## src/clkgen_pkg.sv

```systemverilog
//##############################
// shared widths, register map and FSM encoding
// dividers are 8 bit, 0 is illegal for all three
// nco threshold is divin * divout in 16 bits
//##############################

`default_nettype none

package clkgen_pkg;

   //##############################
   // divider widths and types
   //##############################
   localparam int DIVINW  = 8;               // reference divider N
   localparam int DIVFBW  = 8;               // feedback divider M
   localparam int DIVOUTW = 8;               // output divider
   localparam int THRW    = DIVINW + DIVOUTW; // holds divin * divout

   typedef logic [DIVINW-1:0]  divin_t;
   typedef logic [DIVFBW-1:0]  divfb_t;
   typedef logic [DIVOUTW-1:0] divout_t;
   typedef logic [THRW-1:0]    thr_t;        // nco wrap threshold

   //##############################
   // register port
   //##############################
   localparam int ADDRW = 2;
   localparam int DATAW = 8;

   typedef logic [ADDRW-1:0] reg_addr_t;
   typedef logic [DATAW-1:0] reg_data_t;

   localparam reg_addr_t REG_DIVIN  = 2'd0;
   localparam reg_addr_t REG_DIVFB  = 2'd1;
   localparam reg_addr_t REG_DIVOUT = 2'd2;
   localparam reg_addr_t REG_CTRL   = 2'd3;

   // ctrl bit positions
   localparam int CTRL_EN     = 0; // rw, pll enable
   localparam int CTRL_FBYP   = 1; // rw, force bypass
   localparam int CTRL_LOCKED = 2; // ro
   localparam int CTRL_OVR    = 3; // ro, divfb above threshold

   //##############################
   // lock model and sequencer
   //##############################
   localparam int LOCK_CYCLES = 16;                      // cycles to freqlock
   localparam int LOCKW       = $clog2(LOCK_CYCLES + 1); // counter must hold 16

   typedef logic [LOCKW-1:0] lock_cnt_t;

   typedef enum logic [1:0] {
      SEQ_OFF,
      SEQ_START,      // one cycle, restart pulse
      SEQ_WAIT_LOCK,
      SEQ_LOCKED
   } seq_state_e;

endpackage

`default_nettype wire

```

## src/pll_cfg_if.sv

```systemverilog
//##############################
// divider settings and control levels
// all six signals are driven by the register block
// cfg_change is a one cycle pulse, the rest are levels
//##############################

`default_nettype none

interface pll_cfg_if;
   import clkgen_pkg::*;

   divin_t  divin;        // N
   divfb_t  divfb;        // M
   divout_t divout;
   logic    en;           // ctrl enable bit
   logic    force_bypass; // ctrl fbyp bit
   logic    cfg_change;   // pulse after accepted config write

   // register side drives everything
   modport regs (
      output divin, divfb, divout,
      output en, force_bypass, cfg_change
   );

   // sequencer only needs the control levels
   modport seq (
      input en, force_bypass, cfg_change
   );

   // pll model only needs the dividers
   modport model (
      input divin, divfb, divout
   );

endinterface

`default_nettype wire

```

## src/pll_regs.sv

```systemverilog
//##############################
// write strobe register block
// wr is a single cycle strobe, no handshake
// zero writes to a divider are dropped silently
// rdata is combinational from addr
//##############################

`default_nettype none

module pll_regs (
   input  logic                  clk,
   input  logic                  reset,
   input  logic                  wr,        // write strobe
   input  clkgen_pkg::reg_addr_t addr,
   input  clkgen_pkg::reg_data_t wdata,
   output clkgen_pkg::reg_data_t rdata,
   input  logic                  locked,    // from sequencer
   input  logic                  overrange, // from pll model
   pll_cfg_if.regs               cfg
);
   import clkgen_pkg::*;

   divin_t    divin_r;
   divfb_t    divfb_r;
   divout_t   divout_r;
   logic      en_r;
   logic      fbyp_r;
   logic      cfg_change_r;
   logic      div_sel;  // addr hits one of the dividers
   logic      div_ok;   // legal divider write
   logic      en_rise;  // enable going 0 -> 1
   reg_data_t ctrl_rd;

   //##############################
   // write decode
   //##############################
   assign div_sel = (addr == REG_DIVIN) || (addr == REG_DIVFB) || (addr == REG_DIVOUT);
   assign div_ok  = wr && div_sel && (wdata != '0);   // 0 is illegal for N, M, divout
   assign en_rise = wr && (addr == REG_CTRL) && wdata[CTRL_EN] && !en_r;

   always_ff @(posedge clk) begin
      if (reset) begin
         divin_r      <= divin_t'(1);
         divfb_r      <= divfb_t'(1);
         divout_r     <= divout_t'(1);
         en_r         <= 1'b0;
         fbyp_r       <= 1'b0;
         cfg_change_r <= 1'b0;
      end else begin
         if (div_ok) begin
            case (addr)
               REG_DIVIN:  divin_r  <= divin_t'(wdata);
               REG_DIVFB:  divfb_r  <= divfb_t'(wdata);
               REG_DIVOUT: divout_r <= divout_t'(wdata);
               default: ;                              // ctrl handled below
            endcase
         end
         if (wr && (addr == REG_CTRL)) begin
            en_r   <= wdata[CTRL_EN];
            fbyp_r <= wdata[CTRL_FBYP];                // status bits ignored on write
         end
         cfg_change_r <= div_ok || en_rise;            // one cycle pulse
      end
   end

   //##############################
   // readback
   //##############################
   always_comb begin
      ctrl_rd              = '0;
      ctrl_rd[CTRL_EN]     = en_r;
      ctrl_rd[CTRL_FBYP]   = fbyp_r;
      ctrl_rd[CTRL_LOCKED] = locked;
      ctrl_rd[CTRL_OVR]    = overrange;
      case (addr)
         REG_DIVIN:  rdata = reg_data_t'(divin_r);
         REG_DIVFB:  rdata = reg_data_t'(divfb_r);
         REG_DIVOUT: rdata = reg_data_t'(divout_r);
         default:    rdata = ctrl_rd;
      endcase
   end

   // config out to sequencer and model
   assign cfg.divin        = divin_r;
   assign cfg.divfb        = divfb_r;
   assign cfg.divout       = divout_r;
   assign cfg.en           = en_r;
   assign cfg.force_bypass = fbyp_r;
   assign cfg.cfg_change   = cfg_change_r;

endmodule

`default_nettype wire

```

## src/pll_seq.sv

```systemverilog
//##############################
// enable and relock sequencer
// output stays in bypass until SEQ_LOCKED
// any cfg_change while on forces a full relock
// en low drops to off from every state
//##############################

`default_nettype none

module pll_seq (
   input  logic    clk,
   input  logic    reset,
   pll_cfg_if.seq  cfg,
   input  logic    freqlock,    // from pll model
   output logic    pll_restart, // one cycle, clears model
   output logic    pll_run,     // nco advances
   output logic    bypass,      // drives bypass_active
   output logic    locked
);
   import clkgen_pkg::*;

   seq_state_e state;
   seq_state_e state_nxt;

   //##############################
   // next state
   //##############################
   always_comb begin
      state_nxt = state;
      if (!cfg.en) begin
         state_nxt = SEQ_OFF;                  // disable wins over everything
      end else begin
         case (state)
            SEQ_OFF: begin
               state_nxt = SEQ_START;          // en seen high
            end
            SEQ_START: begin
               if (cfg.cfg_change)
                  state_nxt = SEQ_START;       // restart again
               else
                  state_nxt = SEQ_WAIT_LOCK;
            end
            SEQ_WAIT_LOCK: begin
               if (cfg.cfg_change)
                  state_nxt = SEQ_START;
               else if (freqlock)
                  state_nxt = SEQ_LOCKED;
            end
            SEQ_LOCKED: begin
               if (cfg.cfg_change)
                  state_nxt = SEQ_START;       // reconfig, relock
            end
            default: state_nxt = SEQ_OFF;
         endcase
      end
   end

   always_ff @(posedge clk) begin
      if (reset)
         state <= SEQ_OFF;
      else
         state <= state_nxt;
   end

   //##############################
   // state decode
   //##############################
   assign pll_restart = (state == SEQ_START);
   assign pll_run     = (state == SEQ_LOCKED);
   assign locked      = pll_run;                         // same level by definition

   // bypass unless locked and not forced
   assign bypass = !((state == SEQ_LOCKED) && !cfg.force_bypass);

endmodule

`default_nettype wire

```

## src/pll_model.sv

```systemverilog
//##############################
// behavioral pll as an nco in the clk domain
// tick rate is divfb / (divin * divout) per cycle
// lock is a plain counter, no analog behavior
// clkout_tick is a strobe, not a real clock
//##############################

`default_nettype none

module pll_model (
   input  logic     clk,
   input  logic     reset,
   pll_cfg_if.model cfg,
   input  logic     pll_restart, // clears acc and lock count
   input  logic     pll_run,     // nco advance enable
   input  logic     bypass,
   output logic     freqlock,
   output logic     overrange,   // divfb above threshold
   output logic     clkout_tick
);
   import clkgen_pkg::*;

   thr_t      thr;        // divin * divout
   thr_t      acc;        // phase accumulator
   thr_t      sum;        // acc + divfb
   thr_t      fb_ext;
   lock_cnt_t lock_cnt;
   logic      tick;

   //##############################
   // nco
   //##############################
   assign fb_ext    = thr_t'(cfg.divfb);
   assign thr       = thr_t'(cfg.divin) * thr_t'(cfg.divout); // max 255*255 fits 16b
   assign sum       = acc + fb_ext;       // acc < thr so no wrap
   assign overrange = fb_ext > thr;

   // tick in the cycle where the running sum reaches thr
   assign tick = pll_run && (sum >= thr);   // overrange sums always reach thr

   always_ff @(posedge clk) begin
      if (reset || pll_restart) begin
         acc <= '0;
      end else if (pll_run) begin
         if (overrange)
            acc <= '0;              // every run cycle ticks
         else if (sum >= thr)
            acc <= sum - thr;       // wrap
         else
            acc <= sum;
      end
   end

   //##############################
   // lock counter
   //##############################
   always_ff @(posedge clk) begin
      if (reset || pll_restart)
         lock_cnt <= '0;
      else if (lock_cnt != lock_cnt_t'(LOCK_CYCLES))
         lock_cnt <= lock_cnt + 1'b1;    // saturates
   end

   assign freqlock = (lock_cnt == lock_cnt_t'(LOCK_CYCLES));

   //##############################
   // output mux
   //##############################
   // bypass passes the reference, one tick per cycle
   assign clkout_tick = bypass ? 1'b1 : tick;

endmodule

`default_nettype wire

```

## src/clkgen_top.sv

```systemverilog
//##############################
// clock generation subsystem top
// single clock domain, sync active high reset
// register port uses wr strobe, no handshake
// clkout_tick is 1 every cycle while bypass_active
//##############################

`default_nettype none

module clkgen_top (
   input  logic                  clk,
   input  logic                  reset,
   input  logic                  wr,
   input  clkgen_pkg::reg_addr_t addr,
   input  clkgen_pkg::reg_data_t wdata,
   output clkgen_pkg::reg_data_t rdata,
   output logic                  clkout_tick,
   output logic                  locked,
   output logic                  bypass_active
);

   logic pll_restart;
   logic pll_run;
   logic freqlock;
   logic overrange;

   pll_cfg_if cfg_i ();                 // regs -> seq, model

   pll_regs pll_regs_i (
      .clk       (clk),
      .reset     (reset),
      .wr        (wr),
      .addr      (addr),
      .wdata     (wdata),
      .rdata     (rdata),
      .locked    (locked),
      .overrange (overrange),
      .cfg       (cfg_i)
   );

   pll_seq pll_seq_i (
      .clk         (clk),
      .reset       (reset),
      .cfg         (cfg_i),
      .freqlock    (freqlock),
      .pll_restart (pll_restart),
      .pll_run     (pll_run),
      .bypass      (bypass_active),  // bypass decision lives in seq
      .locked      (locked)
   );

   pll_model pll_model_i (
      .clk         (clk),
      .reset       (reset),
      .cfg         (cfg_i),
      .pll_restart (pll_restart),
      .pll_run     (pll_run),
      .bypass      (bypass_active),
      .freqlock    (freqlock),
      .overrange   (overrange),
      .clkout_tick (clkout_tick)
   );

endmodule

`default_nettype wire

```

## config.mk

```make
export PLATFORM = sky130hd
export DESIGN_NAME = clkgen_top
export DESIGN_NICKNAME = d
export VERILOG_FILES = /design/src/clkgen_pkg.sv /design/src/pll_cfg_if.sv /design/src/pll_regs.sv /design/src/pll_seq.sv /design/src/pll_model.sv /design/src/clkgen_top.sv
export SDC_FILE = /design/constraint.sdc
export NUM_CORES = 1
export LEC_CHECK = 0
export BUFFER_PORTS_ARGS = -buffer_cell sky130_fd_sc_hd__buf_2
export CORE_ASPECT_RATIO = 0.6
export CORE_MARGIN = 2
export CORE_UTILIZATION = 65
export DETAILED_ROUTE_END_ITERATION = 10
export PLACE_DENSITY_LB_ADDON = 0.05
export SETUP_SLACK_MARGIN = 0.5
export SYNTH_ARGS = -nofsm -noshare
export SYNTH_HDL_FRONTEND = slang
export SYNTH_SLANG_ARGS = --single-unit
export TNS_END_PERCENT = 5
```

## constraint.sdc

```tcl
create_clock -name clk -period 18.36 [get_ports clk]
set_clock_uncertainty 0.05 [all_clocks]
set_input_delay 0.918 -clock clk [delete_from_list [all_inputs] [get_ports clk]]
set_output_delay 0.918 -clock clk [all_outputs]
set_load 0.01 [all_outputs]
```

==> metrics list, run 1 <==
- The synthesized design contains 0 enable-type register cells.
- Worst vdd ir: 0.0425 mV
- In the final routed layout, each cell accounts on average for 17.8 um.
* Most prevalent standard cell on the critical path: fa_1
- Among all cell types in the netlist, the one instantiated most often is ha_1.
- After clock tree synthesis, the setup repair step added 0 buffers.
- The total area inside the core boundary comes to 8690 um^2.
- Hold/Removal Path Class: reg -> reg
- Top cells by area, synth: dfxtp_1 17%, ha_1 15%, fa_1 13%
* # diodes: 0
- The first global-routing pass estimated 24600 um of wire.
- For this configuration, the core starts out at a cell density of 68.1%.
- On the critical path the largest part of the delay comes from adder cells.
* Initial antenna violation count: 0
- The tree is rooted in a clkbuf_16.
- Before CTS, the worst setup slack after placement is 11150 ps.
- Netlist cell types: 65
* Number of instances resized during post-cts repair: 0
* Most area-hungry cell type in the Yosys netlist: dfxtp_1
* Hold slack: 414 ps
- Part of the cycle the worst path needs: 41.4%
* Final WS setup: 10760 ps
* Total of buffers placed on input and output ports: 23
- Number of register bits inferred by synthesis: 50
* Fill cells: 689
* CTS clock-pin slew for the worst setup and hold paths: 80 ps
- CTS saw 50 sinks.
- Net switching share of the total power: 36.1%
- The clock reaches the later pin of the worst-skew pair after 300 ps.
* Combinational share of power: 32.4%
- Setup repair after global routing left no endpoint under its margin.
- From synthesis to final layout, the design area changed by 5.52%.
- The pre-antenna-repair detailed-routing pass consisted of 5 iterations.
- The die is 77.9 um tall.
* Post-synthesis average cell area: 8.52 um^2
- The tool flagged a number of max-cap violations equal to 0.
- Via count: 5060
* Switching power summed over all nets: 0.000116 W
* Share of Yosys cell area claimed by the top area cell type: 16.9%
- Number of DRC violations after detailed routing: 0
* Number of buffers added by the clock tree synthesis step: 5
- After technology mapping, the gate count stands at 695.
- Timing would allow up to 0.132 GHz.
* Die X: 127 um
- Run status: completed
- The setup path with the least slack is of type reg -> out.
* Critical path's slowest cell: a21oi_1
* Power per cell area: 51.4 nW/um^2
- RePlAce Congestion: 0.903
- The worst setup path is launched from a register.
- The die covers 9910 um^2.
* Remaining max-slew budget at the tightest pin: 23.7%
- The detail route stage leaves a number of antenna-violating nets equal to 0.
* Total routing usage reported by global routing: 31.0%
- The worst path in the final design needs a cycle of 7600 ps, including I/O delays and setup.
- Total Nets Final: 829
- Share of the yosys chip area belonging to registers: 16.9%
- Setup violations remaining at the end of the flow were counted as 0.
* Number of global-route vias before repair: 4983
* Layout cells sized above 1: 7.93%
* Avg Vias per Cell: 6.19
- Critical path arrival: 6630 ps
* Post-DP HPWL: 11500 um
- For the final routed database, the setup TNS stands at 0 ps.
- CTS built an H-tree with a depth of 2.
- Critical path's largest stage delay: 770 ps
* TritonCTS clock tree: yes
- Remaining Overflow, GRT: 0
- The analysis attributes to cell leakage a power of 3.09 nW.
- Number of design-rule violations left by the first detailed-router iteration: 406
- The longest clock path from root to sink contains 2 buffers.
* Sequential share of power: 36.3%
- Post-synthesis net count: 819
- The worst setup path is captured at a primary output.
- Cell internal power was estimated by the tool at 0.000205 W.
- CTS hold repair buffers: 0
- In the synthesized netlist the async set-or-reset flop fraction comes to 0%.
* Routed WL: 14500 um
- The floorplan has 26 rows.
- At the worst endpoint, the required time is 17390 ps.
- Worst Tran Pin Value: 1140 ps
- Clock network fraction of design power: 31.4%
- Count of buffering cells on the critical path with inverters included: 4
- IO Count: 24
- Ordered list of cells on the worst path: nand2_1 -> fa_1 -> fa_1 -> inv_1 -> fa_1 -> inv_1 -> fa_1 -> inv_1 -> ha_1 -> or4_1 -> o21ai_1 -> nor3_1 -> o31a_1 -> or2_2 -> ha_1 -> a211o_1 -> a21oi_1 -> o21ai_0 -> a21oi_1 -> nand2b_1 -> buf_2
- The number of pins with negative max-slew slack in the final report was 0.
- Yosys printed 0 warnings.
- The hold violation count in the final report was 0.
* Synth cell count leaders: 73 x ha_1, 66 x inv_1, 57 x and2_1
- Mapped Area: 5920 um^2
- In this run the worst path has a maximum fanout of 10.
* Largest net degree at the start of global routing: 31
- Main flop type after synthesis: dfxtp_1
==> stage by stage <==
stage	cell area, um^2	utilization (%)	std cells	power (W)
floorplan	5920	-	695	0.000194
global placement	6090	70.1	810	0.000217
detailed placement	6090	70.1	810	0.000219
CTS	6240	71.9	818	0.000319
global route	6240	71.9	818	0.000336
finish	6240	71.9	818	0.000321
==> layout make-up <==
cell class	instances	area, um^2	area share (%)
clock buffer	5	125	2.00
clock inverter	3	28.8	0.461
tap	112	140	2.24
multi-input combinational	558	4580	73.3
sequential	50	1000	16.0
timing repair buffer	24	123	1.96
inverter	66	248	3.97
==> power by group through the flow <==
stage	combinational, W	sequential, W	clock [W]
6_report	0.000104	0.000117	0.000101
2_1_floorplan	0.0000781	0.000116	0
4_1_cts	0.000101	0.000116	0.000101
3_5_place_dp	0.000100	0.000119	0
5_1_grt	0.000113	0.000117	0.000106
3_3_place_gp	0.0000980	0.000119	0
==> kinds of logic (layout without fill, tap and decap cells) <==
| group | after synthesis | in the layout | synth area share (%) |
|---|---|---|---|
| AOI/OAI and AO/OA | 144 | 144 | 16.5 |
| buffers and inverters | 87 | 98 | 5.71 |
| DFF | 50 | 50 | 16.9 |
| xor gates and xnor gates | 35 | 35 | 5.31 |
| and+or+nand+nor | 236 | 236 | 21.1 |
| muxes | 32 | 32 | 6.17 |
| adders and majority gates | 111 | 111 | 28.3 |
==> state kept, by name, indices dropped and copies added, names as in the netlist <==
| signal | count |
|---|---|
| pll_model_i.acc | 16 |
| pll_regs_i.cfg.divfb | 8 |
| pll_regs_i.cfg.divin | 8 |
| pll_regs_i.cfg.divout | 8 |
| pll_model_i.lock_cnt | 5 |
| pll_seq_i.state | 2 |
| pll_regs_i.cfg.cfg_change | 1 |
| pll_regs_i.cfg.en | 1 |
| pll_regs_i.cfg.force_bypass | 1 |
==> metal layers <==
| layer | vias to the layer above | global-route usage, % | share of wire, % |
|---|---|---|---|
| li1 | 2451 | - | - |
| met4 | 0 | 6.59 | 1.5 |
| met3 | 25 | 4.48 | 6.9 |
| met1 | 2396 | 47.8 | 50 |
| met5 | - | 0 | 0 |
| met2 | 188 | 45.9 | 41 |
==> placed cells by master (no fill, tap or decap), drive strengths merged, types with 3 or more instances in the layout <==
master,instances
mux4,3
a311oi,3
o21ai,28
or3,3
nor4,5
nand4,6
dfxtp,50
a211oi,7
a32o,4
nand2,50
inv,67
a211o,5
a21boi,3
xnor2,18
buf,24
a22o,9
ha,73
o21a,7
nand2b,11
nor3b,4
nor2,43
fa,38
a21o,12
and3,6
nor3,14
and2,57
nor2b,7
clkbuf,5
xor2,17
mux2,6
mux2i,23
o211ai,4
nand3,15
a31oi,5
or2,6
a21oi,38
==> worst paths after layout <==
check | slack [ps] | startpoint | to | depth (start not counted)
min | 410 | pll_regs_i.cfg.cfg_change | pll_seq_i.state[1] | 1
min reg2reg | 410 | pll_regs_i.cfg.cfg_change | pll_seq_i.state[1] | 1
max reg2reg | 11520 | pll_regs_i.cfg.divin[1] | pll_model_i.acc[1] | 20
max | 10760 | pll_regs_i.cfg.divin[1] | clkout_tick | 21
(Power assumes the default switching activity.)
==> run 2: changes to the inputs <==
--- a/config.mk
+++ b/config.mk
@@ -5,6 +5,7 @@
 export SDC_FILE = /design/constraint.sdc
 export NUM_CORES = 1
 export LEC_CHECK = 0
+export ABC_AREA = 1
 export BUFFER_PORTS_ARGS = -buffer_cell sky130_fd_sc_hd__buf_2
 export CORE_ASPECT_RATIO = 0.6
 export CORE_MARGIN = 2
==> constraint.sdc (replaced) <==
create_clock -name clk -period 7.65 [get_ports clk]
set_clock_uncertainty 0.05 [all_clocks]
set_input_delay 0.3825 -clock clk [delete_from_list [all_inputs] [get_ports clk]]
set_output_delay 0.3825 -clock clk [all_outputs]
set_load 0.01 [all_outputs]
==> run 2 against run 1 <==
Effect of this change:
- die area grew 11%
- register-to-register slack got worse by 9800 ps
- routed wire length is 9.8% higher
- critical path depth grew 5
- synthesized area rose by 12%
- sequential power increased by 140%
- global-route usage down 0.30 points
- critical path type unchanged
- clock power is 120% higher
- clock-buffer cell count did not move
- utilization fell by 2.0 points
- largest power group is now combinational cells
==> metrics list, run 2 <==
- Run status: completed
- Data required time of the worst path: 7220 ps (-10170 ps)
- The hold violation count in the final report was 0 (unchanged).
- The post-route DRC violation count is 0 (unchanged).
* Routed wirelength normalized by instance count: 13.8 um (-23%)
* Hold/Removal Path Class: in -> reg
- The number of vias after detailed routing came to 6163 (+22%).
* Total Nets Final: 1148 (+38%)
* CTS hold repair buffers: 0 (unchanged)
- Type of destination of the critical path: primary output
* RePlAce Congestion: 0.902 (about the same)
- The number of nets with antenna violations after routing was 0 (unchanged).
- Die boundary height: 82.1 um (+5.4%)
* IO Count: 24 (unchanged)
- Static Leakage: 4.09 nW (+32%)
* Skew-Pair Late Insertion Delay: 300 ps (about the same)
* Most area-hungry cell type in the Yosys netlist: nand2_1
- The unique cell type count in the Yosys netlist is 47 (-28%).
* First-pass GRT wire length: 26900 um (+9.3%)
- Initial antenna violation count: 0 (unchanged)
* Remaining Overflow, GRT: 0 (unchanged)
* Switching power summed over all nets: 0.000332 W (+190%)
* Kind of launch point of the worst setup path: register
* RSZ-0062 raised after global routing: false
- The via count of the first global-routing pass is 5499 (+10%).
- The internal power component came to 0.000495 W (+140%).
- The flip-flop and latch count after synthesis is 50 (unchanged).
- Die X: 134 um (+5.5%)
- Reg area: 1000 um^2 (unchanged)
* Post-layout util: 69.9% (-2.0 points)
- The share of flip-flops with an asynchronous set or reset after synthesis is 0% (unchanged).
- Peak fanout along the critical path: 17 (+7)
- Layout cells sized above 1: 8.59% (+0.66 points)
- The sequential power share is 34.3% (-2.0 points).
* Main flop type after synthesis: dfxtp_1
- Critical path arrival: 5800 ps (-830 ps)
- DRT Pass-1 Iters: 5 (unchanged)
- Power per cell area: 120 nW/um^2 (+130%)
- Post-synthesis average cell area: 6.48 um^2 (-24%)
* Maxcap violations: 0 (unchanged)
- Die Footprint: 11000 um^2 (+11%)
- The total nets after synthesis is 1145 (+40%).
- The net switching share of the total power came to 40.1% (+4.1 points).
- Signed area change from the synthesized netlist to the final layout: 4.45%
* Synth cell count leaders: 289 x nand2_1, 223 x inv_1, 73 x ha_1
- Post-DP HPWL: 13000 um (+13%)
* Final Critical Period: 6230 ps
- The number of buffers added by the clock tree synthesis step came to 5 (unchanged).
- The combinational share of power is 38.3% (+5.9 points).
- The number of cells upsized or downsized after cts is 0 (unchanged).
* Top cells by area, synth: nand2_1 16%, dfxtp_1 15%, ha_1 14%
- The number of placement rows is 28 (+7.7%).
* Core footprint: 9880 um^2 (+14%)
- CTS clock-pin slew for the worst setup and hold paths: 70 ps (about the same)
* Leading cell type in the layout, fill and taps excluded: nand2_1
- The number of flops mapped to enable cells by yosys came to 0 (unchanged).
* Total of buffers placed on input and output ports: 23 (unchanged)
- Most frequent cell after synthesis: nand2_1
- The number of diodes added for antenna fixing was 0 (unchanged).
* Footprint of the multi-input gates: 4620 um^2 (+0.79%)
- Total setup violations reported at the end of the flow: 0 (unchanged)
* Post-synthesis cell count: 1021 (+47%)
- The CTS sink count came to 50 (unchanged).
* Clock H-tree levels: 2 (unchanged)
- The largest net degree at the start of global routing is 20 (-35%).
- Largest register by flop count: pll_model_i.acc
* Number of design-rule violations left by the first detailed-router iteration: 562 (+38%)
* Fill cells: 911 (+32%)
- Share of the yosys chip area belonging to registers: 15.1% (-1.8 points)
- TritonCTS clock tree: yes
- The initial core utilization was 66.9% (-1.2 points).
- The worst setup path is of the reg -> out kind.
- The measured slew at the worst slew-check pin is 704 ps (-436 ps).
- Mapped Area: 6610 um^2 (+12%)
- Max-slew violations: 0 (unchanged)
- Number of warnings issued by yosys: 0 (unchanged)
* Max reg flops: 16 (unchanged)
- Most frequent cells in the layout: 289 x nand2_1, 223 x inv_1, 73 x ha_1
- The worst slew margin relative to its limit came to 52.9% (+29 points).
- The share of total power in the clock network was 27.5% (-3.9 points).
- The portion of synthesized cell area occupied by the leading cell type is 16.4% (-0.51 points).
- Worst vdd ir: 0.108 mV (+150%)
- The via-per-instance ratio came to 5.32 (-14%).
* Final sum of negative setup slack: 0 ps (unchanged)
* Maximum frequency from static timing analysis: 0.161 GHz
- The total length of routed wires was 16000 um (+9.8%).
- Post-CTS setup repair buffer count: 0 (unchanged)
* Part of the cycle the worst path needs: 81.4%
* Maximum clock insertion buffer count: 2 (unchanged)
- The total routing resource utilization after global routing is 30.7% (-0.30 points).
* Cell at the root of the clock tree: clkbuf_16
[run 2: layer usage]
layer	track usage, %	up-vias	share of wire [%]
li1	-	3172	-
met1	50.2	2736	55
met2	40.8	238	35
met3	5.68	17	9.2
met4	5.68	0	1.3
met5	0	-	0
[run 2: path summary, 6_finish.rpt]
kind                                            endpoint                      from  slack (ps)  depth (start not counted)
worst max-delay path                         clkout_tick  pll_regs_i.cfg.divout[6]        1420                         26
worst min register to register   pll_model_i.lock_cnt[4]   pll_model_i.lock_cnt[4]         430                          2
worst min-delay path            pll_regs_i.cfg.divout[3]                  wdata[3]         320                          3
worst max register to register        pll_model_i.acc[1]  pll_regs_i.cfg.divout[6]        1760                         29
[run 2: logic make-up after synthesis]
kind of cell,synth area share [%]
compound gates,11.8
fa+ha+maj,25.3
flops,15.1
xor+xnor,2.38
simple gates,30.3
buf+inv,15.0
[run 2: final cells by class]
class | instances | area share [%]
Tap cell | 135 | 2.45
Clock inverter | 2 | 0.199
Multi-Input combinational cell | 714 | 66.8
Sequential cell | 50 | 14.5
Timing Repair Buffer | 23 | 1.67
Clock buffer | 5 | 1.81
Inverter | 230 | 12.5
[run 2: power by group through the flow]
stage | clock, W | sequential, W | combinational (W)
final | 0.000227 | 0.000283 | 0.000316
after detailed placement | 0 | 0.000289 | 0.000307
after global routing | 0.000237 | 0.000285 | 0.000357
after global placement | 0 | 0.000289 | 0.000305
after floorplan | 0 | 0.000278 | 0.000262
after CTS | 0.000227 | 0.000283 | 0.000309
[run 2: worst max-delay path, stage by stage, from the launching register on]
cell and delay, ps:
dfxtp_1 550, nand2_1 130, fa_1 510, fa_1 550, inv_1 50, fa_1 530, inv_1 60, fa_1 520
inv_1 40, ha_1 340, nand2_1 130, nor2_4 120, nand3_2 70, nand2_1 100, nand2_1 50, nand2_1 90
inv_1 50, ha_1 370, nand2_1 190, inv_2 50, a21oi_2 180, nor2_1 70, nor2_2 130, nand2_4 150
inv_4 200, nand3_1 80, buf_2 170
[run 2: through the flow]
| step | instances | area (um^2) | total power, W | setup slack [ps] | hold WS (ps) |
|---|---|---|---|---|---|
| floorplan | 1021 | 6610 | 0.000540 | 2240 | 389 |
| global placement | 1152 | 6770 | 0.000594 | 1850 | 413 |
| detailed placement | 1152 | 6770 | 0.000596 | 1790 | 413 |
| CTS | 1159 | 6910 | 0.000820 | 1470 | 315 |
| global route | 1159 | 6910 | 0.000878 | 996 | 332 |
| finish | 1159 | 6910 | 0.000827 | 1420 | 321 |
